### src/rv_params.svh
// core constants; pc reset and step numbers assume the fixed six-step, non-overlapped cycle
`ifndef RV_PARAMS_SVH
`define RV_PARAMS_SVH

// data path
`define RV_XLEN 64
`define RV_REG_NUM 32

// first fetch address
`define RV_PC_RESET 64'h0

// instruction cycle
`define RV_INST_CYCLES 6
`define RV_EXE_STEP 4 // write-back step, decode registers one step earlier

`endif
### src/rv_core_pkg.sv
// core data types; widths follow rv_params.svh, step count kept 8 bits wide
`default_nettype none

`include "rv_params.svh"

package rv_core_pkg;

  // data word and pc
  typedef logic [`RV_XLEN-1:0] xlen_t;

  // register index
  typedef logic [$clog2(`RV_REG_NUM)-1:0] reg_idx_t;

  // current step of the instruction cycle
  typedef logic [7:0] inst_cycle_t;

endpackage

`default_nettype wire

### src/regfile.sv
// x0 reads as zero and ignores writes; all registers clear on reset
`timescale 1ns/10ps
`default_nettype none

`include "rv_params.svh"

module regfile (
  input  wire                         clk,
  input  wire                         rst_n_i,
  input  wire rv_core_pkg::reg_idx_t  rs1_i,
  input  wire rv_core_pkg::reg_idx_t  rs2_i,
  input  wire rv_core_pkg::reg_idx_t  rd_i,
  input  wire                         wen_i,
  input  wire rv_core_pkg::xlen_t     wdata_i,
  output rv_core_pkg::xlen_t          rs1_data_o,
  output rv_core_pkg::xlen_t          rs2_data_o
);

  rv_core_pkg::xlen_t regs [`RV_REG_NUM];

  always_ff @(posedge clk or negedge rst_n_i) begin
    if (!rst_n_i) begin
      for (int i = 0; i < `RV_REG_NUM; i++) begin
        regs[i] <= '0;
      end
    end else if (wen_i && (rd_i != '0)) begin
      regs[rd_i] <= wdata_i;
    end
  end

  // combinational reads
  assign rs1_data_o = (rs1_i == '0) ? '0 : regs[rs1_i];
  assign rs2_data_o = (rs2_i == '0) ? '0 : regs[rs2_i];

endmodule

`default_nettype wire

### config.mk
export PLATFORM = sky130hd
export DESIGN_NAME = regfile
export DESIGN_NICKNAME = d
export VERILOG_FILES = /design/src/rv_core_pkg.sv /design/src/regfile.sv
export VERILOG_INCLUDE_DIRS = /design/src
export SDC_FILE = /design/constraint.sdc
export NUM_CORES = 2
export LEC_CHECK = 0
export BUFFER_PORTS_ARGS = -buffer_cell sky130_fd_sc_hd__buf_2
export CORE_MARGIN = 2
export CORE_UTILIZATION = 58
export DETAILED_ROUTE_END_ITERATION = 6
export HOLD_SLACK_MARGIN = 0.06
export MAX_ROUTING_LAYER = met4
export PLACE_DENSITY = 0.84
export SYNTH_ARGS = -nofsm -noshare
export SYNTH_HDL_FRONTEND = slang
export SYNTH_SLANG_ARGS = --single-unit
### constraint.sdc
create_clock -name clk -period 4.1 [get_ports clk]
set_input_delay 0 -clock clk [delete_from_list [all_inputs] [get_ports clk]]
set_output_delay 0 -clock clk [all_outputs]
set_load 0.05 [all_outputs]
After elaboration in Yosys (flattened, before gate mapping)
Index checks and enable logic that the tools add are counted.
- register bits after elaboration: 2048
- logic and storage cells: 55
- output and inout port bits: 128
- bits of input ports: 82
- mux-type cells: 11
- bitwise gates (word level): 3
- reductions and logical operators: 5
- order comparisons: 4
- operators by type and width (kind ; count):
    2048-bit bitwise mux ; 1
    64-bit binary-select mux with 5-bit select ; 2
    64-bit two-way mux ; 7
    64-bit demux with 5-bit select ; 1
    6-bit >= comparator, second input constant ; 3
    5-bit inverter with 6-bit output ; 3
    5-bit logical NOT ; 2
    6-bit by 1-bit < comparator with 1-bit output, second input constant ; 1
    5-bit nonzero test ; 1
    1-bit logical AND ; 2

Logic depth before layout (Yosys ltp)
- depth after elaboration: 6
- mapped depth: 10
- gate-level depth less buffers: 4

Worst setup path before layout
No wires, ideal clock.
- kind: input port to output port
- start point: in rs2_i[1]
- end point: out rs2_data_o[39]
- required time: 4.100 ns
- data arrival time: 3.550 ns
- setup slack: 0.550 ns
- cell stages on the path: 7
- buffers on the path: 3
- path through: buf_4 buf_2 or2_2 clkbuf_1 o22ai_1 nor4_1 a2111oi_0
- word-level cells in the longest chain between the ends: 5
- elaborated cells between the ends (all ways): 6
- classes of those cells: 4 x mux; 1 x bitwise; 1 x reduce/logical
- ends and longest elaborated chain (what ; line ; RTL):
    from (decl) ; regfile.sv:11 ; input wire rv_core_pkg::reg_idx_t rs2_i,
    5-bit inverter with 6-bit output (not written as such) ; regfile.sv:33 ; assign rs2_data_o = (rs2_i == '0) ? '0 : regs[rs2_i];
    64-bit binary-select mux with 5-bit select ; regfile.sv:33 ;
    64-bit two-way mux (not written as such) (2 in a row) ; regfile.sv:33 ;
    64-bit two-way mux (*) ; regfile.sv:33 ;
    to (decl) ; regfile.sv:16 ; output rv_core_pkg::xlen_t rs2_data_o
Every way passes the cells marked *; elsewhere a longest branch is shown, timed or not. The select of a mux whose other input is x is not followed.

Final worst setup path
- start point: reg regs[605] (netlist name)
- end point: out rs2_data_o[29]
- word-level cells in the longest chain between the ends: 4
- ends and longest elaborated chain (what ; line ; RTL):
    from (decl) ; regfile.sv:19 ; rv_core_pkg::xlen_t regs [`RV_REG_NUM];
    from (signal, indexed assignment) ; regfile.sv:27 ; regs[rd_i] <= wdata_i;
    64-bit binary-select mux with 5-bit select ; regfile.sv:33 ;
    64-bit two-way mux (not written as such) (2 in a row) ; regfile.sv:33 ;
    64-bit two-way mux ; regfile.sv:33 ;
Every way passes these cells. The select of a mux whose other input is x is not followed.

==> impl_metrics.prom <==
# TYPE chip_impl_metric gauge
chip_impl_info{name="status",value="finished, final reports clean"} 1
chip_impl_metric{name="finalCriticalPeriod",unit="ns"} 3.061
chip_impl_metric{name="via_count",unit=""} 69272
chip_impl_metric{name="p_per_area",unit="nW/um2"} 506.9
chip_impl_metric{name="die_height",unit="um"} 436.4
chip_impl_metric{name="crit_fanout",unit=""} 3
chip_impl_info{name="cts_tree",value="done"} 1
chip_impl_metric{name="final_nets",unit=""} 6931
chip_impl_info{name="min_path_type",value="in2reg"} 1
chip_impl_metric{name="final-max-slew-violation-count",unit=""} 0
chip_impl_metric{name="flip_flop_count_of_the_largest_register_after_layout",unit=""} 2048
chip_impl_metric{name="syn2layout_area_growth",unit="%"} 10.74
chip_impl_metric{name="clk_latency",unit="ns"} 0.86
chip_impl_metric{name="clkPwrFrac",unit="%"} 33.5
chip_impl_metric{name="synth_seq_area_share",unit="%"} 47.27
chip_impl_metric{name="synth-seq-cells",unit=""} 2048
chip_impl_metric{name="initial_core_util",unit="%"} 58.41
chip_impl_metric{name="grt_pass1_vias",unit=""} 72048
chip_impl_info{name="layout_top_registers",value="regs x2048"} 1
chip_impl_metric{name="synth_warnings",unit=""} 0
chip_impl_metric{name="drt-wirelength-per-cell",unit="um"} 33.98
chip_impl_info{name="registers.top_by_ff_count",value="regs"} 1
chip_impl_metric{name="syn-instance-count",unit=""} 6963
chip_impl_metric{name="slew-limit-headroom",unit="%"} 10.03
chip_impl_metric{name="gp_routability_congestion",unit=""} 0.8732
chip_impl_metric{name="timing_worst_slew_pin_value",unit="ns"} 1.350
chip_impl_info{name="grt_setup_unrepaired",value="no"} 1
chip_impl_metric{name="globalRoute.totalOverflow",unit=""} 0
chip_impl_metric{name="clk_skew",unit="ns"} 0
chip_impl_metric{name="antenna_violating_nets_post_route",unit=""} 0
chip_impl_info{name="timing_worst_setup_path_type",value="reg2out"} 1
chip_impl_metric{name="design.die.area",unit="um2"} 190400
chip_impl_metric{name="drt-initial-drc-count",unit=""} 8434
chip_impl_info{name="critPathLaunchType",value="flop"} 1
chip_impl_metric{name="drive_gt1_share",unit="%"} 54.15
chip_impl_metric{name="net_switching_power",unit="mW"} 17.28
chip_impl_metric{name="maxClockFrequency",unit="MHz"} 326.7
chip_impl_metric{name="antenna_found_initial",unit=""} 21
chip_impl_metric{name="finalPower",unit="mW"} 60.86
chip_impl_metric{name="final_min_period_over_clock_period",unit="%"} 74.66
chip_impl_metric{name="finalWorstSetupSlack",unit="ns"} 1.039
chip_impl_metric{name="cp.arrival",unit="ns"} 3.06
chip_impl_info{name="dominantRegCellSynth",value="sky130_fd_sc_hd__dfrtp_1"} 1
chip_impl_metric{name="hold-path-cell-count",unit=""} 5
chip_impl_info{name="worstSetupEndpointType",value="output port"} 1
chip_impl_info{name="synth_top_area_cell",value="sky130_fd_sc_hd__dfrtp_1"} 1
chip_impl_metric{name="worst-endpoint-required",unit="ns"} 4.10
chip_impl_metric{name="yosys.cell_types.count",unit=""} 48
chip_impl_metric{name="first_pass_grt_wire_length",unit="mm"} 481.1
chip_impl_metric{name="power.sequential.fraction",unit="%"} 44.4
chip_impl_metric{name="syn-mean-instance-area",unit="um2"} 15.57
chip_impl_info{name="layout.cells.most_common_list",value="2048 x sky130_fd_sc_hd__dfrtp_1, 2008 x sky130_fd_sc_hd__mux2_2, 968 x sky130_fd_sc_hd__mux4_2, 520 x sky130_fd_sc_hd__mux2i_1, 213 x sky130_fd_sc_hd__clkbuf_16"} 1
chip_impl_metric{name="hold_violations",unit=""} 0
chip_impl_metric{name="mappedNetlistNets",unit=""} 7045
chip_impl_metric{name="firstDrtPassIters",unit=""} 6
chip_impl_metric{name="setup-violations-final",unit=""} 0
chip_impl_metric{name="finalInstanceArea",unit="um2"} 120100
chip_impl_metric{name="tritoncts.num_buffers",unit=""} 209
chip_impl_metric{name="cts_max_path_buffers",unit=""} 3
chip_impl_metric{name="number_of_gates_resized_after_cts",unit=""} 0
chip_impl_metric{name="overall_track_demand_over_capacity_in_global_routing",unit="%"} 35.11
chip_impl_metric{name="vdd_drop_max",unit="mV"} 0.5056
chip_impl_metric{name="placement.setup.worst_slack",unit="ns"} 1.137
chip_impl_metric{name="via_per_inst",unit=""} 7.274
chip_impl_metric{name="switching_share",unit="%"} 28.39
chip_impl_info{name="synth_area_leaders",value="sky130_fd_sc_hd__dfrtp_1 47%, sky130_fd_sc_hd__mux2_2 21%, sky130_fd_sc_hd__mux4_2 20%"} 1
chip_impl_metric{name="hpwlAfterDp",unit="mm"} 182.0
chip_impl_metric{name="dpl_cell_area",unit="um2"} 111900
chip_impl_metric{name="synth.top_cell.area_share",unit="%"} 47.27
chip_impl_metric{name="combinationalPowerShare",unit="%"} 22.1
chip_impl_metric{name="finish.cell_count_without_fillers",unit=""} 9523
chip_impl_metric{name="syn_area",unit="um2"} 108400
chip_impl_metric{name="internal_power",unit="mW"} 43.58
chip_impl_metric{name="floorplan.core_area",unit="um2"} 185600
chip_impl_metric{name="placementRows",unit=""} 158
chip_impl_metric{name="detail_route.wirelength",unit="mm"} 323.6
chip_impl_metric{name="static_leakage_power",unit="nW"} 52.65
chip_impl_metric{name="clock_tree.htree_level_count",unit=""} 4
chip_impl_metric{name="finalCoreUtilization",unit="%"} 64.68
chip_impl_metric{name="io_buffers",unit=""} 209
chip_impl_metric{name="synthArstFlopShare",unit="%"} 100.0
chip_impl_metric{name="ff2ff_path_depth",unit=""} 1
chip_impl_metric{name="maximum_number_of_pins_on_one_net_before_global_route_repair",unit=""} 176
chip_impl_metric{name="synth-edff-count",unit=""} 0
chip_impl_metric{name="pin_count",unit=""} 210
chip_impl_info{name="layout_commonest_cell",value="sky130_fd_sc_hd__dfrtp_1"} 1
chip_impl_metric{name="cts.reportedPaths.clkPinSlew",unit="ns"} 0.07
chip_impl_metric{name="final.setup.tns",unit="ns"} 0
chip_impl_metric{name="drc_errors",unit=""} 0
chip_impl_metric{name="place.detailed.instances",unit=""} 9046
chip_impl_info{name="clock_tree.root_cell",value="sky130_fd_sc_hd__clkbuf_16"} 1
chip_impl_metric{name="cap_violations",unit=""} 0
chip_impl_metric{name="chipWidth",unit="um"} 436.4
chip_impl_metric{name="tritoncts_num_sinks",unit=""} 2048
chip_impl_metric{name="fin_hold_ws",unit="ns"} 0.09170
## what timing repair did
action / CTS / global route
buffers inserted: 0 / 0
hold endpoints to repair: 3704 / 0
hold buffers: 72 / 0
## cells in the mapped netlist (5+ instances only)
| library cell | count |
|---|---|
| sky130_fd_sc_hd__nor2_1 | 30 |
| sky130_fd_sc_hd__buf_2 | 286 |
| sky130_fd_sc_hd__clkbuf_1 | 434 |
| sky130_fd_sc_hd__buf_6 | 10 |
| sky130_fd_sc_hd__or2_1 | 71 |
| sky130_fd_sc_hd__a22oi_1 | 26 |
| sky130_fd_sc_hd__dfrtp_1 | 2048 |
| sky130_fd_sc_hd__o22ai_1 | 182 |
| sky130_fd_sc_hd__a31o_2 | 13 |
| sky130_fd_sc_hd__mux2_1 | 14 |
| sky130_fd_sc_hd__nand3_1 | 9 |
| sky130_fd_sc_hd__nor4_1 | 12 |
| sky130_fd_sc_hd__and2_1 | 6 |
| sky130_fd_sc_hd__a22o_1 | 11 |
| sky130_fd_sc_hd__o221ai_1 | 12 |
| sky130_fd_sc_hd__mux4_2 | 968 |
| sky130_fd_sc_hd__mux2_2 | 2008 |
| sky130_fd_sc_hd__a211oi_1 | 14 |
| sky130_fd_sc_hd__nor3_1 | 17 |
| sky130_fd_sc_hd__and3_1 | 5 |
| sky130_fd_sc_hd__mux2i_1 | 520 |
| sky130_fd_sc_hd__a211o_1 | 13 |
| sky130_fd_sc_hd__a2111oi_0 | 9 |
| sky130_fd_sc_hd__a21oi_1 | 13 |
| sky130_fd_sc_hd__buf_1 | 51 |
| sky130_fd_sc_hd__nor2b_1 | 39 |
| sky130_fd_sc_hd__nand2_1 | 40 |
| sky130_fd_sc_hd__o22a_1 | 17 |
| sky130_fd_sc_hd__buf_4 | 26 |
| sky130_fd_sc_hd__nand2b_1 | 14 |
## critical path: stages, from the launching register on
cell                        delay, ns
sky130_fd_sc_hd__dfrtp_1         0.39
sky130_fd_sc_hd__mux2_2          0.16
sky130_fd_sc_hd__o22ai_1         0.08
sky130_fd_sc_hd__a2111oi_0       0.89
sky130_fd_sc_hd__or4_1           0.34
sky130_fd_sc_hd__buf_2           0.31
## layout make-up
| cell class | instances | area, um2 |
|---|---|---|
| diodes | 20 | 50.05 |
| repair buffers | 482 | 4369 |
| fillers | 12352 | 65560 |
| flip-flops and latches | 2048 | 51250 |
| clock buffers | 291 | 6063 |
| clock inverters | 94 | 1285 |
| multi-input cells | 4108 | 53950 |
| well taps | 2480 | 3103 |
## final timing paths
| check | to | startpoint | slack [ns] |
|---|---|---|---|
| worst min register to register | regs[2001]$_DFFE_PN0P_ | regs[2001]$_DFFE_PN0P_ | 0.38 |
| max in group asynchronous | regs[1266]$_DFFE_PN0P_ | rst_n_i | 2.63 |
| worst min-delay path | regs[1096]$_DFFE_PN0P_ | rd_i[3] | 0.09 |
| worst max register to register | regs[1399]$_DFFE_PN0P_ | regs[1399]$_DFFE_PN0P_ | 3.26 |
| worst max-delay path | rs2_data_o[29] | regs[605]$_DFFE_PN0P_ | 1.04 |
| min in group asynchronous | regs[833]$_DFFE_PN0P_ | rst_n_i | 0.47 |
## power groups by stage
stage               sequential (mW)  combinational (mW)  clock (mW)
CTS                            26.8                13.4        20.5
global placement               26.7                12.8           0
floorplan                      26.1                10.3           0
global route                   27.4                14.2        21.4
detailed placement             27.1                13.2           0
finish                         27.0                13.4        20.4
## per-layer routing
metal | track usage, % | up-vias | part of all wire (%)
li1 | - | 26721 | -
met1 | 43.96 | 37283 | 36
met2 | 53.41 | 4163 | 48
met3 | 6.947 | 1105 | 9.2
met4 | 21.12 | 0 | 7.0
met5 | - | - | 0
## kinds of logic after synthesis
logic type	count (synthesis)	share of synthesized area [%]
multiplexers	3510	45.91
flip-flops	2048	47.27
buffers and inverters	807	3.283
AO/OA/AOI/OAI	328	2.136
AND/OR/NAND/NOR	270	1.409
(Power assumes the default switching activity.)
