$ cat config.mk
export PLATFORM = sky130hd
export DESIGN_NAME = inst_cycle_ctrl
export DESIGN_NICKNAME = d
export VERILOG_FILES = /design/src/rv_core_pkg.sv /design/src/inst_cycle_ctrl.sv
export VERILOG_INCLUDE_DIRS = /design/src
export SDC_FILE = /design/constraint.sdc
export NUM_CORES = 1
export LEC_CHECK = 0
export ABC_CLOCK_PERIOD_IN_PS = 1500
export BUFFER_PORTS_ARGS = -buffer_cell sky130_fd_sc_hd__buf_2
export CAP_MARGIN = 20
export CORE_AREA = 4 4 41 43
export CTS_CLUSTER_SIZE = 10
export DETAILED_ROUTE_END_ITERATION = 10
export DIE_AREA = 0 0 45 47
export GPL_TIMING_DRIVEN = 0
export SLEW_MARGIN = 20
export SYNTH_ARGS = -nofsm -noshare
export SYNTH_HDL_FRONTEND = slang
export SYNTH_SLANG_ARGS = --single-unit
$ cat constraint.sdc
create_clock -name clk -period 1.5 [get_ports clk]
set_clock_uncertainty 0.15 [all_clocks]
set_input_delay 0.15 -clock clk [delete_from_list [all_inputs] [get_ports clk]]
set_output_delay 0.15 -clock clk [all_outputs]
set_load 0.02 [all_outputs]
$ cat src/rv_params.svh
// core constants; pc reset and step numbers assume the fixed six-step, non-overlapped cycle
`ifndef RV_PARAMS_SVH
`define RV_PARAMS_SVH

// data path
`define RV_XLEN 64
`define RV_REG_NUM 32

// first fetch address
`define RV_PC_RESET 64'h0

// instruction cycle
`define RV_INST_CYCLES 6
`define RV_EXE_STEP 4 // write-back step, decode registers one step earlier

`endif
$ cat src/rv_core_pkg.sv
// core data types; widths follow rv_params.svh, step count kept 8 bits wide
`default_nettype none

`include "rv_params.svh"

package rv_core_pkg;

  // data word and pc
  typedef logic [`RV_XLEN-1:0] xlen_t;

  // register index
  typedef logic [$clog2(`RV_REG_NUM)-1:0] reg_idx_t;

  // current step of the instruction cycle
  typedef logic [7:0] inst_cycle_t;

endpackage

`default_nettype wire

$ cat src/inst_cycle_ctrl.sv
// count holds 0 through reset and the first edge after release, then wraps over RV_INST_CYCLES
`timescale 1ns/10ps
`default_nettype none

`include "rv_params.svh"

module inst_cycle_ctrl (
  input  wire                       clk,
  input  wire                       rst_n_i,
  output rv_core_pkg::inst_cycle_t  cycle_cnt_o
);

  logic                     run_q; // set on the first edge after reset
  rv_core_pkg::inst_cycle_t cnt_q;

  always_ff @(posedge clk or negedge rst_n_i) begin
    if (!rst_n_i) begin
      run_q <= 1'b0;
      cnt_q <= '0;
    end else begin
      run_q <= 1'b1;
      if (!run_q || (cnt_q == `RV_INST_CYCLES - 1)) begin
        cnt_q <= '0;
      end else begin
        cnt_q <= cnt_q + rv_core_pkg::inst_cycle_t'(1);
      end
    end
  end

  assign cycle_cnt_o = cnt_q;

endmodule

`default_nettype wire

Word level (Yosys, flattened, before mapping)
Cells that the tools add are included.
Widths: inputs -> output; s select.
{ "word_totals": {"regBits": 9, "input_bits": 2, "out_inout_bits": 8} }
{ "classes": {"add_sub_neg": 1, "n_eq_ne": 1, "muxes": 1, "n_reduce_logical": 2} }
{ "op_table": {"columns": ["cell", "count"], "rows": [
  ["$add 8x1->8 const B", 1],
  ["$eq 8x3->1 const B", 1],
  ["$mux 8", 1],
  ["$logic_not 1->1", 1],
  ["$logic_or 1x1->1", 1]
]} }

Longest topological paths before layout
Gate-level depths: netlist (run 1).
{ "depth": {"word_depth": 3, "mapped_depth": 5, "depth_no_buf": 5} }

Least setup slack after synthesis (run 1)
OpenSTA, ideal clock, no wires.
{ "synth_path": {"kind": "reg2reg", "startpoint": "reg cnt_q[0] (netlist: cycle_cnt_o[0])", "endpoint": "reg cnt_q[2] (netlist: cycle_cnt_o[2])", "setup_ns": 0.136, "arrival_ns": 1.269, "required_ns": 1.214, "path_slack_ns": -0.055, "path_stages_with_launch": 5, "n_path_buf": 0, "cell_sequence": "dfrtp_1 -> ha_1 -> nand4bb_1 -> o41ai_4 -> nor2_1"} }
{ "synth_between": {"elab_chain_len": 3, "elab_cells_between_ends": 4, "classes_between": "1 x add/sub; 1 x eq/ne; 1 x mux; 1 x reduce/logical"} }
{ "synth_rtl": {"columns": ["element", "line_no", "text"], "rows": [
  ["start, declared", "inst_cycle_ctrl.sv:14", "rv_core_pkg::inst_cycle_t cnt_q;"],
  ["start signal, assigned", "inst_cycle_ctrl.sv:25", "cnt_q <= cnt_q + rv_core_pkg::inst_cycle_t'(1);"],
  ["branches (longest 2 deep; another with $add 8x1->8)", null, null],
  ["$mux 8 *", "inst_cycle_ctrl.sv:22", "if (!run_q || (cnt_q == `RV_INST_CYCLES - 1)) begin"]
]} }
Every way passes the cells marked *.

Worst setup path in the final report (run 1)
{ "layout_path": {"startpoint": "reg cnt_q[1] (netlist: cycle_cnt_o[1])", "endpoint": "reg cnt_q[3] (netlist: cycle_cnt_o[3])"} }
Same word-level chain as after synthesis.

==> summary.md, run 1 <==
| Metric | Value |
|---|---|
| Outcome | `completed` |
| Sw frac | `26.67%` |
| DRT antenna net count | `0` |
| Top post-synthesis cells by area | `dfrtp_1 51%, o41ai_4 6.3%, ha_1 5.7%` |
| Max Root-Sink Buffers | `2` |
| Cell area after synthesis | `437.9 sq um` |
| Synth Instances | `40` |
| Residual DRC count | `0` |
| Dominant cell type by area after synthesis | `dfrtp_1` |
| Io pins | `10` |
| Crit path max-delay family | `flip-flops` |
| Initial core utilization | `33.65%` |
| Final min period | `1.477 ns` |
| Port bufs | `9` |
| Most frequent cells in the layout | `8 x buf_2, 7 x dfrtp_1, 5 x nor2_2` |
| Final Hold Fails | `0` |
| Setup TNS | `0 ns` |
| Reg power frac | `47.8%` |
| Worst-Skew Late Latency | `0.26 ns` |
| Post-synth cell types | `16` |
| Leak | `0.2863 nW` |
| Share of layout cells above drive strength 1 | `55.00%` |
| P per Cell Area | `854.2 nW/um^2` |
| Final Max Slew Viols | `0` |
| # clock sinks | `9` |
| Initial antenna violation count | `0` |
| Cell Area, Placed | `504.2 sq um` |
| Fin nets | `65` |
| Diode count | `0` |
| Vias/cell | `4.973` |
| Largest net degree at the start of global routing | `10` |
| Seq cells post-synth | `9` |
| Dpl hpwl | `568.8 um` |
| CTS tree | `built` |
| Yosys warning total | `0` |
| Die height | `47 um` |
| Root buf cell | `clkbuf_4` |
| WP data required | `1.50 ns` |
| Fin worst setup slack | `0.02338 ns` |
| CORE AREA | `1301 sq um` |
| Post-synth top area share | `51.43%` |
| Grt total ovfl | `0` |
| Arrival time worst endpoint | `1.48 ns` |
| Filler cell count | `125` |
| Total routed wirelength | `972 um` |
| First-pass GRT wire length | `1393 um` |
| Startpoint types | `flop` |
| RSZ-0062 raised after global routing | `yes` |
| CP Max Fanout | `6` |
| Pre-CTS setup slack | `-0.03644 ns` |
| Worst path bufs/invs | `2` |
| Initial DRC count | `9` |
| Final setup violation count | `0` |
| R2R setup slack | `0.02 ns` |
| CTS buffer count | `3` |
| Critical path, cell by cell | `inv_2, ha_4, nand4bb_4, o41ai_4, buf_6, nor2_2` |
| Commonest non-fill, non-tap cell in the layout | `buf_2` |
| Final Instance Area | `656.9 sq um` |
| Internal power | `0.0004115 W` |
| Max incr delay on CP | `0.41 ns` |
| Sequential cell area fraction in the yosys report | `51.43%` |
| GR Util All Layers | `9.737%` |
| Type of the most critical hold path | `input pin to async pin` |
| Die area | `2115 sq um` |
| Sw power | `0.0001496 W` |
| Drt pass-1 iters | `4` |
| Kind of critical path | `flop to flop` |
| Placer Congestion | `0.7292` |
| WL/cell | `12.96 um` |
| Clock share of power | `33.0%` |
| Mapped Avg Cell Area | `10.95 sq um` |
| P&R area growth vs syn | `50.00%` |
| Peak VDD IR | `0.6124 mV` |
| Rows | `13` |
| Crit-path slowest cell | `dfrtp_2` |
| H-tree depth | `1` |
| Clock slew at reported path FFs | `0.06 ns` |
| Fin crit share | `98.44%` |
| Fmax | `0.6772 GHz` |
| Via count | `373` |
| Worst Setup End Kind | `flop` |
| Number of global-route vias before repair | `343` |
| Logic gate share of total power | `19.2%` |
| Post-Syn Nets | `44` |
| Max-cap check violation count | `0` |
| Die width | `45 um` |
## stage by stage
step	std cells	total power (W)	hold WS (ns)	util, %
final	75	0.0005611	0.1209	50.48
after global routing	75	0.0005865	0.1405	50.48
after CTS	75	0.0005345	0.1165	45.00
after detailed placement	64	0.0003188	-0.1387	38.75
after global placement	64	0.0003189	-0.1378	38.75
after floorplan	40	0.0002995	-0.2956	-
## synth_stat cells
cell,instances
inv_1,3
a21oi_1,2
nor2_1,5
nand4bb_1,1
conb_1,1
ha_1,2
xnor2_1,1
o21ai_0,3
nand4_2,1
a21oi_2,1
xor2_1,2
or3_1,3
nand2_1,1
o41ai_4,1
dfrtp_1,9
nand3_1,4
## logic make-up (layout without fill, tap and decap cells)
family          count (synthesis)  in the layout  share of synthesized area [%]
flops                           9              9                          51.43
buf+inv                         3             23                          2.571
xor+xnor                        3              3                          6.001
other cells                     1              1                         0.8563
fa+ha+maj                       2              2                          5.713
compound gates                  7              7                          14.00
simple gates                   15             15                          19.43
## final timing paths
path	startpoint	to	depth (start not counted)
worst max-delay path	cycle_cnt_o[1]	cycle_cnt_o[3]	6
worst min-delay path	rst_n_i	cycle_cnt_o[1]	2
worst max register to register	cycle_cnt_o[1]	cycle_cnt_o[3]	6
worst min register to register	run_q	cycle_cnt_o[6]	2
max in group asynchronous	rst_n_i	cycle_cnt_o[0]	2
min in group clk	run_q	cycle_cnt_o[6]	2
## layer usage
layer	vias to the layer above	wire length (um)	GRT usage, %
met3	4	43	2.299
met1	182	395	9.836
met2	10	511	17.51
met4	0	22	7.018
met5	-	0	0
li1	177	-	-
## layout make-up
type,count,area (sq um),share of cell area [%]
multi-input cells,28,259.0,39.43
repair buffers,16,113.9,17.33
flip-flops and latches,9,227.7,34.67
clock buffers,4,26.28,4.000
inverters,3,11.26,1.714
well taps,15,18.77,2.857
## flip-flops by register name, summed over array words and instances (netlist names)
signal       cells
cycle_cnt_o      8
run_q            1
## timing repair
item	CTS	global route
endpoints found under the hold margin	9	0
setup endpoints to repair	5	8
setup buffers	6	0
hold buffers	1	0
pin swaps	4	2
gates resized for setup	1	15
## power by group through the flow
stage	registers, W	logic (W)	clock network, W
2_1_floorplan	0.000279	0.0000204	0
3_3_place_gp	0.000272	0.0000471	0
4_1_cts	0.000263	0.0000784	0.000193
3_5_place_dp	0.000272	0.0000471	0
5_1_grt	0.000269	0.000116	0.000202
6_report	0.000268	0.000108	0.000185
## worst register-to-register path, delay by kind of cell, from the launching register on
| family | cells | cell delay, ns |
|---|---|---|
| buffers and inverters | 2 | 0.26 |
| adder cells (fa/ha/maj) | 1 | 0.13 |
| AND/OR/NAND/NOR | 2 | 0.16 |
| AO/OA/AOI/OAI | 1 | 0.26 |
| flip-flops | 1 | 0.41 |
No activity file was read; power rests on OpenSTA's default activity.
==> run 2: changes to the inputs <==
==> constraint.sdc (replaced) <==
create_clock -name clk -period 1.5 [get_ports clk]
set_clock_uncertainty 0.15 [all_clocks]
set_input_delay 0.3 -clock clk [delete_from_list [all_inputs] [get_ports clk]]
set_output_delay 0.3 -clock clk [all_outputs]
set_load 0.02 [all_outputs]
==> run 2 against run 1 <==
- the flow now finishes with violations (negative setup slack)
- critical endpoint is now cycle_cnt_o[1]
- clock-buffer cell count unchanged
- largest cell class unchanged
- core utilization decreased by 1.7 points
- wire length increased by 0.93%
- critical path depth decreased by 3
- setup slack got worse by 0.056 ns
- combinational power decreased by 13%
- first-iteration DRC count decreased by 44%
- highest routed layer unchanged
- register-to-register slack got worse by 0.03 ns
- design area decreased by 3.4%
- maximum frequency decreased by 3.7%
==> summary.md, run 2 (same netlist as run 1, synthesis figures left out) <==
| Metric | Value |
|---|---|
| Outcome | `finished with violations` |
| Failing checks | `negative setup slack` |
| RR Startpoint | `cycle_cnt_o[1]` |
| RSZ-0062 raised after global routing | `yes` |
| Max Root-Sink Buffers | `2` |
| CP Max Fanout | `4` |
| Type of the most critical hold path | `input pin to async pin` |
| Final core occ | `48.75%` |
| Initial antenna violation count | `0` |
| Die area | `2115 sq um` |
| Multi-input gate area | `244.0 sq um` |
| Total routed wirelength | `981 um` |
| Max reg flops | `8` |
| First-pass GRT wire length | `1338 um` |
| Max-cap check violation count | `0` |
| Port bufs | `9` |
| Diode count | `0` |
| Via count | `378` |
| Crit-path slowest cell | `dfrtp_2` |
| Crit path from | `cycle_cnt_o[1]` |
| Number of global-route vias before repair | `319` |
| Fmax | `0.6524 GHz` |
| Grt total ovfl | `0` |
| Worst path bufs/invs | `3` |
| Clock slew at reported path FFs | `0.06 ns` |
| Crit path to | `cycle_cnt_o[1]` |
| WL/cell | `13.08 um` |
| Commonest non-fill, non-tap cell in the layout | `buf_2` |
| CORE AREA | `1301 sq um` |
| Drt pass-1 iters | `4` |
| Max incr delay on CP | `0.43 ns` |
| Worst r2r dst | `cycle_cnt_o[3]` |
| # clock sinks | `9` |
| Share of layout cells above drive strength 1 | `51.67%` |
| P&R area growth vs syn | `44.86%` |
| Dpl hpwl | `568.8 um` |
| Residual DRC count | `0` |
| Cell Count Post-Placement | `64` |
| Root buf cell | `clkbuf_4` |
| Register area | `227.7 sq um` |
| Final setup violation count | `6` |
| Crit path max-delay family | `flip-flops` |
| WP data required | `1.05 ns` |
| Placer Congestion | `0.7292` |
| R2R setup slack | `-0.01 ns` |
| Kind of critical path | `flop to primary output` |
| R2R cell count | `6` |
| Fin crit share | `102.2%` |
| Most frequent cells in the layout | `8 x buf_2, 7 x dfrtp_1, 6 x buf_4` |
| Largest net degree at the start of global routing | `10` |
| Instance count on the critical path | `3` |
| Arrival time worst endpoint | `1.08 ns` |
| Cell Area, Placed | `504.2 sq um` |
| Die width | `45 um` |
| Initial DRC count | `5` |
| Io pins | `10` |
| Rows | `13` |
| Pre-CTS setup slack | `-0.03644 ns` |
| GR Util All Layers | `9.098%` |
| Final min period | `1.533 ns` |
| Peak VDD IR | `0.3935 mV` |
| Worst Setup End Kind | `primary output` |
| P per Cell Area | `863.7 nW/um^2` |
| Initial core utilization | `33.65%` |
| Startpoint types | `flop` |
| Final Instance Area | `634.4 sq um` |
| Worst-Skew Late Latency | `0.25 ns` |
| Leak | `0.2831 nW` |
| CTS tree | `built` |
| Fin worst setup slack | `-0.03278 ns` |
| Post-Layout Cell Count | `75` |
| H-tree depth | `1` |
| Filler cell count | `131` |
| Vias/cell | `5.040` |
| CTS buffer count | `3` |
| Final Hold Fails | `0` |
| DRT antenna net count | `0` |
| Final Max Slew Viols | `0` |
| Fin nets | `65` |
| Final Total Pwr | `0.0005479 W` |
| Critical path, cell by cell | `buf_4, buf_4, buf_6` |
| Die height | `47 um` |
| Crit path top cell by count | `buf_4` |
==> run 2: cell types whose count changed in the layout (fill, tap and decap cells not counted) <==
| cell | previous run | this run |
|---|---|---|
| buf_4 | 4 | 6 |
| buf_6 | 3 | 1 |
| ha_2 | 0 | 1 |
| ha_4 | 2 | 1 |
| nor2_1 | 0 | 2 |
| nor2_2 | 5 | 3 |
==> run 2: area by class of cell <==
class	count	share of cell area [%]
flip-flops and latches	9	35.90
multi-input cells	28	38.46
well taps	15	2.959
inverters	3	1.775
clock buffers	4	4.142
repair buffers	16	16.77
==> run 2: metrics by stage <==
stage           TNS, ns  hold slack, ns
2_1_floorplan         0         -0.1456
3_3_place_gp    -0.2544         0.01218
3_5_place_dp    -0.1552         0.01135
4_1_cts         -0.1855          0.2665
5_1_grt         -0.3772          0.2934
6_report       -0.04888          0.2751
==> run 2: report_power, final <==
part | internal (W) | leakage [nW] | total [W] | switching (W)
clock | 0.000102 | 0.0150 | 0.000185 | 0.0000822
sequential | 0.000253 | 0.118 | 0.000269 | 0.0000165
combinational | 0.0000487 | 0.150 | 0.0000943 | 0.0000456
total | 0.000404 | 0.283 | 0.000548 | 0.000144
==> run 2: metal layers <==
metal / GRT usage, % / vias up / routed length, um
li1: - / 178 / -
met1: 9.836 / 182 / 413
met2: 16.10 / 12 / 475
met3: 2.299 / 6 / 46
met4: 5.263 / 0 / 45
met5: 0 / - / 0
==> run 2: worst min path at each step <==
| stage | startpoint | end | depth (start not counted) |
|---|---|---|---|
| 2_1_floorplan | rst_n_i | cycle_cnt_o[0] | 0 |
| 3_3_place_gp | rst_n_i | cycle_cnt_o[7] | 1 |
| 3_5_place_dp | rst_n_i | cycle_cnt_o[7] | 1 |
| 4_1_cts | rst_n_i | cycle_cnt_o[7] | 2 |
| 5_1_grt | rst_n_i | cycle_cnt_o[2] | 2 |
| 6_report | rst_n_i | cycle_cnt_o[1] | 2 |
==> run 2: what timing repair did <==
item | 4_1_cts | 5_1_grt
buffers inserted | 3 | 3
endpoints found under the hold margin | 9 | 0
pin swaps | 4 | 3
hold buffers | 1 | 0
setup endpoints to repair | 5 | 7
gates resized for setup | 2 | 9
cloned | 0 | 0
==> run 3: changes to the inputs <==
--- a/config.mk
+++ b/config.mk
@@ -10,10 +10,11 @@
 export BUFFER_PORTS_ARGS = -buffer_cell sky130_fd_sc_hd__buf_2
 export CAP_MARGIN = 20
 export CORE_AREA = 4 4 41 43
-export CTS_CLUSTER_SIZE = 10
+export CTS_CLUSTER_SIZE = 8
 export DETAILED_ROUTE_END_ITERATION = 10
 export DIE_AREA = 0 0 45 47
 export GPL_TIMING_DRIVEN = 0
+export PLACE_DENSITY = 0.62
 export SLEW_MARGIN = 20
 export SYNTH_ARGS = -nofsm -noshare
 export SYNTH_HDL_FRONTEND = slang
==> constraint.sdc (replaced) <==
create_clock -name clk -period 1.5 [get_ports clk]
set_clock_uncertainty 0.15 [all_clocks]
set_input_delay 0.3 -clock clk [delete_from_list [all_inputs] [get_ports clk]]
set_output_delay 0.3 -clock clk [all_outputs]
set_load 0.05 [all_outputs]
==> run 3 against run 2 <==
- sequential cell count unchanged
- the flow now finishes without violations
- maximum frequency up 4.3%
- clock power rose by 2%
- critical endpoint unchanged
- die area is the same
- non-clock buffer count fell by 2
- via count is 0.79% lower
- global-route usage grew 1.6 points
- first-iteration DRC count up 80%
- combinational power up 13%
- core utilization decreased by 0.19 points
- clock-buffer cell count is the same
- power increased by 2.4%
==> summary.md, run 3 (same netlist as run 1, synthesis figures left out) <==
| Metric | Value |
|---|---|
| Outcome | `completed` |
| Total routed wirelength | `1014 um` |
| Worst hold slack | `0.2951 ns` |
| Setup TNS | `0 ns` |
| Fmax | `0.6805 GHz` |
| Met3 wire length | `44 um` |
| Top sig layer | `met4` |
| Post-Layout Cell Count | `73` |
| Max-cap check violation count | `0` |
| # clock sinks | `9` |
| Rows | `13` |
| Cell Count Post-Placement | `64` |
| GR Util All Layers | `10.71%` |
| CTS tree | `built` |
| Leak | `0.2682 nW` |
| DRT antenna net count | `0` |
| Final Hold Fails | `0` |
| CP Max Fanout | `5` |
| Most frequent cells in the layout | `6 x dfrtp_2, 6 x buf_2, 5 x nor2_1` |
| Grt total ovfl | `0` |
| Port bufs | `9` |
| Final core occ | `48.56%` |
| Type of the most critical hold path | `input pin to async pin` |
| Worst-Skew Late Latency | `0.26 ns` |
| Io pins | `10` |
| P per Cell Area | `888.1 nW/um^2` |
| Via count | `375` |
| Die width | `45 um` |
| Die area | `2115 sq um` |
| Clock slew at reported path FFs | `0.06 ns` |
| Initial antenna violation count | `0` |
| WP data required | `1.05 ns` |
| P&R area growth vs syn | `44.29%` |
| Final setup violation count | `0` |
| Crit path from | `cycle_cnt_o[1]` |
| Worst Setup End Kind | `primary output` |
| CTS buffer count | `3` |
| CORE AREA | `1301 sq um` |
| Largest net degree at the start of global routing | `10` |
| Residual DRC count | `0` |
| R2R cell count | `5` |
| Placer Congestion | `0.7429` |
| Peak VDD IR | `0.6148 mV` |
| Dpl hpwl | `595.4 um` |
| Initial core utilization | `33.65%` |
| Drt pass-1 iters | `4` |
| Final min period | `1.470 ns` |
| Fin worst setup slack | `0.03050 ns` |
| H-tree depth | `1` |
| Wl on met1 | `397 um` |
| Arrival time worst endpoint | `1.02 ns` |
| Max reg flops | `8` |
| Root buf cell | `clkbuf_4` |
| RR Startpoint | `cycle_cnt_o[0]` |
| Fin crit share | `97.97%` |
| Metal2 WL | `541 um` |
| Diode count | `0` |
| Worst r2r dst | `cycle_cnt_o[6]` |
| Kind of critical path | `flop to primary output` |
| Fin nets | `63` |
| WL/cell | `13.89 um` |
| Crit path to | `cycle_cnt_o[1]` |
| Final Max Slew Viols | `0` |
| Pre-CTS setup slack | `-0.06953 ns` |
| Die height | `47 um` |
| Share of layout cells above drive strength 1 | `50.00%` |
| Vias/cell | `5.137` |
| Number of global-route vias before repair | `367` |
| First-pass GRT wire length | `1524 um` |
| Startpoint types | `flop` |
| R2R setup slack | `0.07 ns` |
| Max Root-Sink Buffers | `2` |
| Initial DRC count | `9` |
==> run 3: cell count changes in the layout (fill, tap and decap cells not counted), sizes merged <==
cell and delta:
buf -3, clkbuf +1
==> run 3: worst min-delay path by stage <==
stage	end	cells past startpoint
global route	cycle_cnt_o[1]	2
detailed placement	cycle_cnt_o[7]	1
CTS	cycle_cnt_o[7]	2
finish	cycle_cnt_o[7]	2
floorplan	cycle_cnt_o[0]	0
global placement	cycle_cnt_o[7]	1
==> run 3: cell type report <==
cell class | count | area [sq um]
multi-input cells | 28 | 242.7
repair buffers | 14 | 100.1
clock buffers | 4 | 26.28
inverters | 3 | 11.26
well taps | 15 | 18.77
flip-flops and latches | 9 | 232.7
fillers | 133 | 669.4
==> run 3: per-stage QoR <==
step / power (W) / instance area [sq um]
3_5_place_dp: 0.0003373 / 509.2
3_3_place_gp: 0.0003375 / 509.2
5_1_grt: 0.0005865 / 631.9
6_report: 0.0005612 / 631.9
4_1_cts: 0.0005493 / 585.6
2_1_floorplan: 0.0003170 / 445.4
==> run 3: critical path, cell delays in order (launching register included) <==
cell and delay (ns):
dfrtp_2 0.41, buf_4 0.16, buf_4 0.19
==> run 3: routing by layer <==
metal / vias to the layer above / track usage, %
met5: - / 0
met2: 10 / 18.64
li1: 174 / -
met1: 186 / 11.06
met4: 0 / 8.772
met3: 5 / 2.299
==> run 3: repair_timing <==
action	4_1_cts	5_1_grt
hold endpoints to repair	9	0
setup buffers	3	1
hold buffers	1	0
pin swaps	4	1
endpoints found under the setup margin	6	10
gates resized for setup	5	7
==> run 3: where the power goes <==
group          internal [W]  switching, W  leakage, nW
Sequential         0.000253     0.0000122        0.112
Clock              0.000103     0.0000866       0.0150
Combinational     0.0000425     0.0000643        0.141
